File: src/rtl/mm_pkg.sv
package mm_pkg;

  // matrix geometry, the engine is fixed at 4x4
  localparam int MAT_SIZE = 4;
  localparam int DATA_W = 8;
  // 16-bit products, sum of four needs two more bits
  localparam int ACC_W = 18;
  localparam int APB_AW = 12;

  // one unsigned matrix element
  typedef logic [DATA_W-1:0] data_t;
  // four elements packed, element 0 in the low byte
  typedef logic [MAT_SIZE*DATA_W-1:0] row_t;
  // dot product before it is cut back to 8 bits
  typedef logic [ACC_W-1:0] acc_t;
  // APB byte address
  typedef logic [APB_AW-1:0] apb_addr_t;

  // register map
  localparam apb_addr_t REG_CTRL = 12'h000;
  localparam apb_addr_t REG_NORM = 12'h004;
  localparam apb_addr_t REG_STATUS = 12'h008;

  // memory windows, MAT_SIZE words each
  localparam apb_addr_t A_BASE = 12'h040;
  localparam apb_addr_t B_BASE = 12'h050;
  localparam apb_addr_t C_BASE = 12'h060;

  // bit positions inside REG_CTRL and REG_STATUS
  localparam int CTRL_START_BIT = 0;
  localparam int CTRL_NORM_BIT = 1;
  localparam int STATUS_DONE_BIT = 0;
  localparam int STATUS_BUSY_BIT = 1;

  // run sequencer states
  typedef enum logic [1:0] {
    seq_idle,
    seq_multiply,
    seq_drain,
    seq_finish
  } seq_state_t;

endpackage

File: src/rtl/bram_if.sv
interface bram_if #(
  parameter int MEM_DEPTH = 4
);

  // word address wide enough for the whole memory
  localparam int AW = $clog2(MEM_DEPTH);

  logic [AW-1:0] addr;
  logic en;
  logic we;
  mm_pkg::row_t wdata;
  // valid one clock after en
  mm_pkg::row_t rdata;

  // requester side
  modport master (output addr, output en, output we, output wdata, input rdata);

  // memory side
  modport slave (input addr, input en, input we, input wdata, output rdata);

endinterface

File: src/rtl/matrix_ram.sv
module matrix_ram #(
  parameter int MEM_DEPTH = 4
) (
  input logic clk,
  bram_if.slave host,
  bram_if.slave eng
);

  // one full row per word
  mm_pkg::row_t mem [MEM_DEPTH];

  // both ports in one process so the array has a single writer
  // engine write lands last if both hit the same word
  always_ff @(posedge clk) begin
    if (host.en) begin
      if (host.we) begin
        mem[host.addr] <= host.wdata;
      end
      host.rdata <= mem[host.addr];
    end
    if (eng.en) begin
      if (eng.we) begin
        mem[eng.addr] <= eng.wdata;
      end
      eng.rdata <= mem[eng.addr];
    end
  end

  // host and engine side never write the same word together
  a_no_write_clash: assert property (@(posedge clk)
    !(host.en && host.we && eng.en && eng.we && (host.addr == eng.addr)));

endmodule

File: src/rtl/apb_cfg_regs.sv
module apb_cfg_regs #(
  parameter int MEM_DEPTH = 4
) (
  input  logic              clk,
  input  logic              reset,
  input  mm_pkg::apb_addr_t paddr,
  input  logic              psel,
  input  logic              penable,
  input  logic              pwrite,
  input  logic [31:0]       pwdata,
  output logic [31:0]       prdata,
  output logic              pready,
  output logic              pslverr,
  input  logic              busy,
  input  logic              done_all,
  output logic              start,
  output logic              done,
  output logic              norm_en,
  output mm_pkg::data_t     mean,
  output mm_pkg::data_t     inv_var,
  bram_if.master            a_host,
  bram_if.master            b_host,
  bram_if.master            c_host
);

  localparam int AW = $clog2(MEM_DEPTH);

  logic access;
  logic is_ctrl;
  logic is_norm;
  logic is_status;
  logic in_a;
  logic in_b;
  logic in_c;
  logic in_win;
  logic blocked;
  logic err;
  logic wr_ok;
  logic mem_rd;
  logic rd_issue;
  logic rd_wait;
  logic start_wr;
  logic [1:0] word_idx;

  // access phase of an APB transfer
  assign access = psel && penable;
  // word inside a 16-byte window
  assign word_idx = paddr[3:2];

  // address decode
  assign is_ctrl = (paddr == mm_pkg::REG_CTRL);
  assign is_norm = (paddr == mm_pkg::REG_NORM);
  assign is_status = (paddr == mm_pkg::REG_STATUS);
  assign in_a = (paddr[11:4] == mm_pkg::A_BASE[11:4]);
  assign in_b = (paddr[11:4] == mm_pkg::B_BASE[11:4]);
  assign in_c = (paddr[11:4] == mm_pkg::C_BASE[11:4]);
  assign in_win = in_a || in_b || in_c;

  // memories belong to the engine from the start pulse until done_all
  assign blocked = in_win && (busy || start);
  // unmapped, C write, or memory access during a run
  assign err = !(is_ctrl || is_norm || is_status || in_win) || (in_c && pwrite) || blocked;

  assign wr_ok = access && pwrite && !err;
  assign mem_rd = access && !pwrite && in_win && !err;
  // first cycle of a memory read while the RAM still fetches
  assign rd_issue = mem_rd && !rd_wait;
  assign start_wr = wr_ok && is_ctrl && pwdata[mm_pkg::CTRL_START_BIT];

  // errors and everything else finish in the first access cycle
  assign pready = !rd_issue;
  assign pslverr = access && err;

  // host side of the three memories
  assign a_host.addr = AW'(word_idx);
  assign a_host.en = in_a && (rd_issue || wr_ok);
  assign a_host.we = in_a && wr_ok;
  assign a_host.wdata = pwdata;

  assign b_host.addr = AW'(word_idx);
  assign b_host.en = in_b && (rd_issue || wr_ok);
  assign b_host.we = in_b && wr_ok;
  assign b_host.wdata = pwdata;

  // C is read-only from the host
  assign c_host.addr = AW'(word_idx);
  assign c_host.en = in_c && rd_issue;
  assign c_host.we = 1'b0;
  assign c_host.wdata = '0;

  // read mux with memory data arriving in the wait-state cycle
  always_comb begin
    prdata = '0;
    if (is_ctrl) begin
      prdata[mm_pkg::CTRL_NORM_BIT] = norm_en;
    end else if (is_norm) begin
      prdata[15:0] = {inv_var, mean};
    end else if (is_status) begin
      prdata[mm_pkg::STATUS_DONE_BIT] = done;
      prdata[mm_pkg::STATUS_BUSY_BIT] = busy;
    end else if (in_a) begin
      prdata = a_host.rdata;
    end else if (in_b) begin
      prdata = b_host.rdata;
    end else if (in_c) begin
      prdata = c_host.rdata;
    end
  end

  always_ff @(posedge clk) begin
    if (reset) begin
      rd_wait <= 1'b0;
      start <= 1'b0;
      done <= 1'b0;
      norm_en <= 1'b0;
      mean <= '0;
      inv_var <= '0;
    end else begin
      rd_wait <= rd_issue;
      // start bit is a one-cycle pulse and never stored
      start <= start_wr;
      if (wr_ok && is_ctrl) begin
        norm_en <= pwdata[mm_pkg::CTRL_NORM_BIT];
      end
      if (wr_ok && is_norm) begin
        mean <= pwdata[7:0];
        inv_var <= pwdata[15:8];
      end
      // sticky done that the next start clears
      if (start_wr) begin
        done <= 1'b0;
      end else if (done_all) begin
        done <= 1'b1;
      end
    end
  end

  // a stalled memory read completes in the next cycle with the same transfer held
  a_one_wait_state: assert property (@(posedge clk) disable iff (reset)
    !pready |=> (access && $stable(paddr) && pready));

endmodule

File: src/rtl/run_sequencer.sv
module run_sequencer (
  input  logic clk,
  input  logic reset,
  input  logic start,
  output logic busy,
  output logic start_mat_mul,
  input  logic done_mat_mul,
  input  logic done_norm,
  output logic done_all
);

  mm_pkg::seq_state_t state;

  always_ff @(posedge clk) begin
    if (reset) begin
      state <= mm_pkg::seq_idle;
      start_mat_mul <= 1'b0;
    end else begin
      start_mat_mul <= 1'b0;
      case (state)
        // start only counts here
        mm_pkg::seq_idle: begin
          if (start) begin
            state <= mm_pkg::seq_multiply;
            start_mat_mul <= 1'b1;
          end
        end
        mm_pkg::seq_multiply: begin
          if (done_mat_mul) begin
            state <= mm_pkg::seq_drain;
          end
        end
        // last row still on its way into C
        mm_pkg::seq_drain: begin
          if (done_norm) begin
            state <= mm_pkg::seq_finish;
          end
        end
        mm_pkg::seq_finish: begin
          state <= mm_pkg::seq_idle;
        end
        default: begin
          state <= mm_pkg::seq_idle;
        end
      endcase
    end
  end

  // busy drops together with the done_all pulse ending
  assign busy = (state != mm_pkg::seq_idle);
  assign done_all = (state == mm_pkg::seq_finish);

  // write-back completion only ever belongs to a run in progress
  a_norm_in_run: assert property (@(posedge clk) disable iff (reset)
    done_norm |-> (state != mm_pkg::seq_idle));

endmodule

File: src/rtl/matmul_4x4.sv
module matmul_4x4 #(
  parameter int MEM_DEPTH = 4
) (
  input  logic         clk,
  input  logic         reset,
  input  logic         start_mat_mul,
  output logic         done_mat_mul,
  bram_if.master       a_port,
  bram_if.master       b_port,
  output mm_pkg::row_t c_row,
  output logic         c_valid
);

  localparam int AW = $clog2(MEM_DEPTH);
  localparam int DW = mm_pkg::DATA_W;
  localparam logic [1:0] LAST_IDX = 2'(mm_pkg::MAT_SIZE - 1);

  logic b_active;
  logic a_active;
  logic [1:0] idx;
  logic b_rvalid;
  logic [1:0] b_widx;
  logic a_rvalid;
  logic a_rlast;
  mm_pkg::row_t prod_row;
  // B columns, column j holds B[k][j] in element k
  mm_pkg::row_t b_col [mm_pkg::MAT_SIZE];

  // unsigned dot product of two packed rows
  function automatic mm_pkg::acc_t dot(mm_pkg::row_t a, mm_pkg::row_t b);
    mm_pkg::acc_t sum;
    sum = '0;
    for (int k = 0; k < mm_pkg::MAT_SIZE; k++) begin
      sum += mm_pkg::acc_t'(a[k*DW +: DW]) * mm_pkg::acc_t'(b[k*DW +: DW]);
    end
    return sum;
  endfunction

  // engine only reads
  assign b_port.en = b_active;
  assign b_port.addr = AW'(idx);
  assign b_port.we = 1'b0;
  assign b_port.wdata = '0;

  assign a_port.en = a_active;
  assign a_port.addr = AW'(idx);
  assign a_port.we = 1'b0;
  assign a_port.wdata = '0;

  // returned A row against all four columns, wrapped to 8 bits
  always_comb begin
    mm_pkg::acc_t acc;
    prod_row = '0;
    for (int j = 0; j < mm_pkg::MAT_SIZE; j++) begin
      acc = dot(a_port.rdata, b_col[j]);
      prod_row[j*DW +: DW] = acc[DW-1:0];
    end
  end

  always_ff @(posedge clk) begin
    if (reset) begin
      b_active <= 1'b0;
      a_active <= 1'b0;
      idx <= '0;
      b_rvalid <= 1'b0;
      a_rvalid <= 1'b0;
      a_rlast <= 1'b0;
      c_valid <= 1'b0;
      done_mat_mul <= 1'b0;
    end else begin
      // read data is one cycle behind the request
      b_rvalid <= b_active;
      a_rvalid <= a_active;
      a_rlast <= a_active && (idx == LAST_IDX);
      c_valid <= a_rvalid;
      done_mat_mul <= a_rvalid && a_rlast;
      if (start_mat_mul) begin
        b_active <= 1'b1;
        idx <= '0;
      end else if (b_active || a_active) begin
        idx <= idx + 2'd1;
        // B phase hands straight over to the A phase
        if (idx == LAST_IDX) begin
          b_active <= 1'b0;
          a_active <= b_active;
        end
      end
    end
  end

  // column bank and result row
  always_ff @(posedge clk) begin
    b_widx <= idx;
    if (b_rvalid) begin
      b_col[b_widx] <= b_port.rdata;
    end
    if (a_rvalid) begin
      c_row <= prod_row;
    end
  end

endmodule

File: src/rtl/norm_writer.sv
module norm_writer #(
  parameter int MEM_DEPTH = 4
) (
  input  logic          clk,
  input  logic          reset,
  input  logic          norm_en,
  input  mm_pkg::data_t mean,
  input  mm_pkg::data_t inv_var,
  input  mm_pkg::row_t  c_row,
  input  logic          c_valid,
  bram_if.master        c_port,
  output logic          done_norm
);

  localparam int AW = $clog2(MEM_DEPTH);
  localparam int DW = mm_pkg::DATA_W;
  localparam logic [1:0] LAST_IDX = 2'(mm_pkg::MAT_SIZE - 1);

  mm_pkg::row_t norm_row;
  mm_pkg::row_t wr_row;
  logic wr_en;
  logic [1:0] wr_idx;

  // (e - mean) * inv_var, everything modulo 256
  function automatic mm_pkg::data_t norm_elem(mm_pkg::data_t e, mm_pkg::data_t m,
                                              mm_pkg::data_t s);
    mm_pkg::data_t diff;
    diff = e - m;
    return mm_pkg::data_t'(diff * s);
  endfunction

  always_comb begin
    norm_row = c_row;
    if (norm_en) begin
      for (int j = 0; j < mm_pkg::MAT_SIZE; j++) begin
        norm_row[j*DW +: DW] = norm_elem(c_row[j*DW +: DW], mean, inv_var);
      end
    end
  end

  always_ff @(posedge clk) begin
    if (reset) begin
      wr_en <= 1'b0;
      wr_idx <= '0;
    end else begin
      wr_en <= c_valid;
      // row index wraps after the fourth write
      if (wr_en) begin
        wr_idx <= wr_idx + 2'd1;
      end
    end
  end

  always_ff @(posedge clk) begin
    if (c_valid) begin
      wr_row <= norm_row;
    end
  end

  // write port into C
  assign c_port.en = wr_en;
  assign c_port.we = wr_en;
  assign c_port.addr = AW'(wr_idx);
  assign c_port.wdata = wr_row;

  // fourth row going into C
  assign done_norm = wr_en && (wr_idx == LAST_IDX);

endmodule

File: src/rtl/accel_top.sv
module accel_top #(
  parameter int MEM_DEPTH = 4
) (
  input  logic              clk,
  input  logic              reset,
  input  mm_pkg::apb_addr_t paddr,
  input  logic              psel,
  input  logic              penable,
  input  logic              pwrite,
  input  logic [31:0]       pwdata,
  output logic [31:0]       prdata,
  output logic              pready,
  output logic              pslverr,
  output logic              done
);

  logic start;
  logic busy;
  logic done_all;
  logic start_mat_mul;
  logic done_mat_mul;
  logic done_norm;
  logic norm_en;
  logic c_valid;
  mm_pkg::data_t mean;
  mm_pkg::data_t inv_var;
  mm_pkg::row_t c_row;

  // host and engine port of each memory
  bram_if #(.MEM_DEPTH(MEM_DEPTH)) a_host_if ();
  bram_if #(.MEM_DEPTH(MEM_DEPTH)) a_eng_if ();
  bram_if #(.MEM_DEPTH(MEM_DEPTH)) b_host_if ();
  bram_if #(.MEM_DEPTH(MEM_DEPTH)) b_eng_if ();
  bram_if #(.MEM_DEPTH(MEM_DEPTH)) c_host_if ();
  bram_if #(.MEM_DEPTH(MEM_DEPTH)) c_eng_if ();

  matrix_ram #(.MEM_DEPTH(MEM_DEPTH)) u_ram_a (.clk(clk), .host(a_host_if), .eng(a_eng_if));
  matrix_ram #(.MEM_DEPTH(MEM_DEPTH)) u_ram_b (.clk(clk), .host(b_host_if), .eng(b_eng_if));
  matrix_ram #(.MEM_DEPTH(MEM_DEPTH)) u_ram_c (.clk(clk), .host(c_host_if), .eng(c_eng_if));

  // host register block
  apb_cfg_regs #(.MEM_DEPTH(MEM_DEPTH)) u_regs (
    .clk(clk), .reset(reset),
    .paddr(paddr), .psel(psel), .penable(penable), .pwrite(pwrite),
    .pwdata(pwdata), .prdata(prdata), .pready(pready), .pslverr(pslverr),
    .busy(busy), .done_all(done_all), .start(start), .done(done),
    .norm_en(norm_en), .mean(mean), .inv_var(inv_var),
    .a_host(a_host_if), .b_host(b_host_if), .c_host(c_host_if)
  );

  run_sequencer u_seq (
    .clk(clk), .reset(reset), .start(start), .busy(busy),
    .start_mat_mul(start_mat_mul), .done_mat_mul(done_mat_mul),
    .done_norm(done_norm), .done_all(done_all)
  );

  // multiply engine reads A and B
  matmul_4x4 #(.MEM_DEPTH(MEM_DEPTH)) u_matmul (
    .clk(clk), .reset(reset),
    .start_mat_mul(start_mat_mul), .done_mat_mul(done_mat_mul),
    .a_port(a_eng_if), .b_port(b_eng_if),
    .c_row(c_row), .c_valid(c_valid)
  );

  // normalize stage owns the C write port
  norm_writer #(.MEM_DEPTH(MEM_DEPTH)) u_norm (
    .clk(clk), .reset(reset),
    .norm_en(norm_en), .mean(mean), .inv_var(inv_var),
    .c_row(c_row), .c_valid(c_valid),
    .c_port(c_eng_if), .done_norm(done_norm)
  );

endmodule

File: config.mk
export PLATFORM = sky130hd
export DESIGN_NAME = accel_top
export DESIGN_NICKNAME = d
export VERILOG_FILES = /design/src/rtl/mm_pkg.sv /design/src/rtl/bram_if.sv /design/src/rtl/matrix_ram.sv /design/src/rtl/apb_cfg_regs.sv /design/src/rtl/run_sequencer.sv /design/src/rtl/matmul_4x4.sv /design/src/rtl/norm_writer.sv /design/src/rtl/accel_top.sv
export SDC_FILE = /design/constraint.sdc
export NUM_CORES = 2
export LEC_CHECK = 0
export BUFFER_PORTS_ARGS = -buffer_cell sky130_fd_sc_hd__buf_4
export CORE_UTILIZATION = 48
export CTS_CLUSTER_SIZE = 10
export DETAILED_ROUTE_END_ITERATION = 6
export SYNTH_ARGS = -nofsm -noshare
export SYNTH_HDL_FRONTEND = slang
export SYNTH_HIERARCHICAL = 1
export SYNTH_SLANG_ARGS = --single-unit
export TNS_END_PERCENT = 30
File: constraint.sdc
create_clock -name clk -period 23.6 [get_ports clk]
set_clock_uncertainty 0.1 [all_clocks]
set_input_delay 2.36 -clock clk [delete_from_list [all_inputs] [get_ports clk]]
set_output_delay 2.36 -clock clk [all_outputs]
set_load 0.005 [all_outputs]
==> summary.txt <==
Outcome
  • Status: finished, violations left
  • Failing checks: slew limit

Setup path
  • Reg2Reg Setup Slack: between 15 and 20 ns
  • CP Data Arrival Time: 4.76 ns
  • Crit path launch: paddr[5]
  • CP Buf/Inv Count: 2
  • CP endpoint kind: primary output
  • Worst r2r dst: u_matmul/c_row[31]$_DFFE_PP_
  • CP Cell Sequence: buf_4, or4_1, or4_4, nor2_1, nand2_1, o21ai_0, buf_4
  • Crit path largest cell delay: a little under 0.7 ns
  • Req. time, crit path: 21.14 ns
  • Crit path max fanout: 40
  • Reg2reg start: u_ram_a/eng.rdata[27]$_DFFE_PP_
  • CP delay by family, top: simple AND/OR/NAND/NOR gates
  • Most frequent cell on the critical path: buf_4
  • R2R depth: 18
  • Worst setup SP type: input port
  • Slowest CP cell: nor2_1
  • Crit Path Category: input port to primary output

Clocking
  • Clk buf depth: 3
  • TritonCTS clock tree: yes
  • CTS sink cnt: 773
  • Post-CTS Setup Repair Bufs: 0
  • Root buf cell: clkbuf_16
  • H-tree levels: 3
  • Hold_buf cts: 0
  • Clk_lat worst skew: 0.68 ns
  • # resized after CTS: 0
  • CTS Buf Count: 90
  • Worst-path clk slew: 0.05 ns

Worst hold path
  • Worst Hold End: u_matmul/done_mat_mul$_SDFF_PP0_
  • Hold/Removal Path Class: register to register
  • Hold Path Stages: 1
  • Min-Delay Startpoint: u_matmul/a_rlast$_SDFF_PP0_

Synthesis
  • Ys Warns: 6
  • Post-Syn Instances: about 4400
  • Cell area after synthesis: 56900 µm²
  • Avg Synthesized Cell Area: 12.8 µm²

Floorplan
  • Core footprint: 117000 µm²
  • DIE HEIGHT: around 350 µm
  • Num rows: about 130
  • Die Area: 120000 µm²
  • Io pins: 84
  • Initial Util: 0.487
  • Die outline width: 346 µm

Detailed routing
  • Avg WL per Cell: 26.2 µm
  • Antenna Nets Post-Route: 0
  • Post-Route WL: 157 mm
  • Detailed router's first-iteration violation count: 2521
  • Via count: 33500
  • Remaining DRCs: 0
  • 1st-pass router iterations: 5
  • Average vias per placed instance: 5.58

Layout
  • Layout area overhead: 6.31%
  • Final cell count without fillers: 5990
  • Final nets: about 5200
  • Fill cell count: 10000
  • Commonest non-fill, non-tap cells in the layout: edfxtp_1, inv_1, ha_1
  • Most common cell after layout, fill and taps aside: edfxtp_1
  • Share of cells above drive strength 1: 0.186

Timing
  • Worst Tran Pin Value: a little over 3 ns
  • Setup violations, final: 0
  • Slew HR: -1.08
  • Hold Slack: 0.375 ns
  • Pins Over Slew Limit: 68
  • Final Cycle Share: 0.306
  • Unrepaired setup endpoints after global routing: no
  • Final min period: 7.22 ns
  • Final setup TNS: 0 ns
  • FMAX: 138 MHz
  • Final hold violations: 0
  • Worst setup margin: 16.38 ns

Power and ir drop
  • PwrDens: 47.1 nW/µm²
  • Maximum VDD drop: 0.0477 mV
  • Overall Power: 2.85 mW
  • Leak: 24.1 nW

Run
  • Max-cap viol count: 0

Place
  • DP HPWL: 110 mm
  • Placed insts: 5853
  • PortBufs: 83
  • Routability cong.: between 0.8 and 0.9
  • Worst slack at placement: about 16 ns

GRT
  • Vias in the first global route: ~35000
  • Initial antenna violation count: 15
  • Global-route wire length before repair: approximately 230 mm
  • Largest net degree at the start of global routing: 71
  • Congestion Overflow GR: 0
  • Tot GR Track Use: 0.265
==> worst max path at each step <==
stage | slack [ns] | end | depth (start not counted)
after floorplan | 11.03 | u_ram_a/mem[3][0]$_DFFE_PP_ | 8
final | 16.38 | prdata[11] | 7
after global routing | 16.18 | u_matmul/c_row[15]$_DFFE_PP_ | 18
after detailed placement | 16.42 | prdata[11] | 7
after CTS | 16.42 | prdata[11] | 7
after global placement | 16.44 | prdata[13] | 7
==> state kept, by name, indices dropped and copies added (netlist names), 2 cells and up <==
signal / count
u_matmul/a_port.addr: 2
u_matmul/b_col: 128
u_matmul/b_widx: 2
u_matmul/c_row: 32
u_norm/c_port.addr: 2
u_norm/c_port.wdata: 32
u_ram_a/eng.rdata: 32
u_ram_a/host.rdata: 32
u_ram_a/mem: 128
u_ram_b/eng.rdata: 32
u_ram_b/host.rdata: 32
u_ram_b/mem: 128
u_ram_c/host.rdata: 32
u_ram_c/mem: 128
u_regs/inv_var: 8
u_regs/mean: 8
u_seq/state: 2
==> routing by layer <==
layer / global-route usage / vias to the layer above / wire length (µm)
li1: - / 14800 / -
met1: 0.348 / 17200 / 64400
met2: 0.442 / 1098 / 75900
met3: 0.0291 / 260 / 9000
met4: 0.120 / 0 / 7540
met5: 0 / - / 0
==> per-stage QoR <==
step | instance area, µm² | util
3_5_place_dp | 58000 | 0.496
6_report | 60500 | 0.518
2_1_floorplan | 57300 | -
4_1_cts | 60500 | 0.518
3_3_place_gp | 58000 | 0.496
5_1_grt | 60500 | 0.518
==> cell type report <==
cell class | count | area (µm²) | area share
Multi-Input combinational cell | 2874 | 30100 | 0.498
Sequential cell | 773 | 22900 | 0.378
Clock buffer | 116 | 2360 | 0.0390
Inverter | 546 | 2050 | 0.0339
Tap cell | 1524 | 1910 | 0.0315
Timing Repair Buffer | 136 | 1030 | 0.0170
Clock inverter | 17 | 168 | 0.00277
Antenna cell | 4 | 10.0 | 0.000165
==> power by group <==
group	leakage (nW)	internal, mW	switching [mW]	total (mW)
Sequential	6.91	1.49	0.0000696	1.49
Clock	1.22	0.698	0.555	1.25
Combinational	16.0	0.0513	0.0516	0.103
Total	24.1	2.24	0.606	2.85
==> worst reg2reg max path: cells and delay by family (launching register included) <==
family / cells / cell delay (ns)
flip-flops: 1 / 1.05
buffers and inverters: 3 / 0.15
XOR/XNOR: 6 / 1.42
adder cells (fa/ha/maj): 8 / 3.94
AND/OR/NAND/NOR: 1 / 0.21
Note: power is estimated with default switching activity, not from simulation.
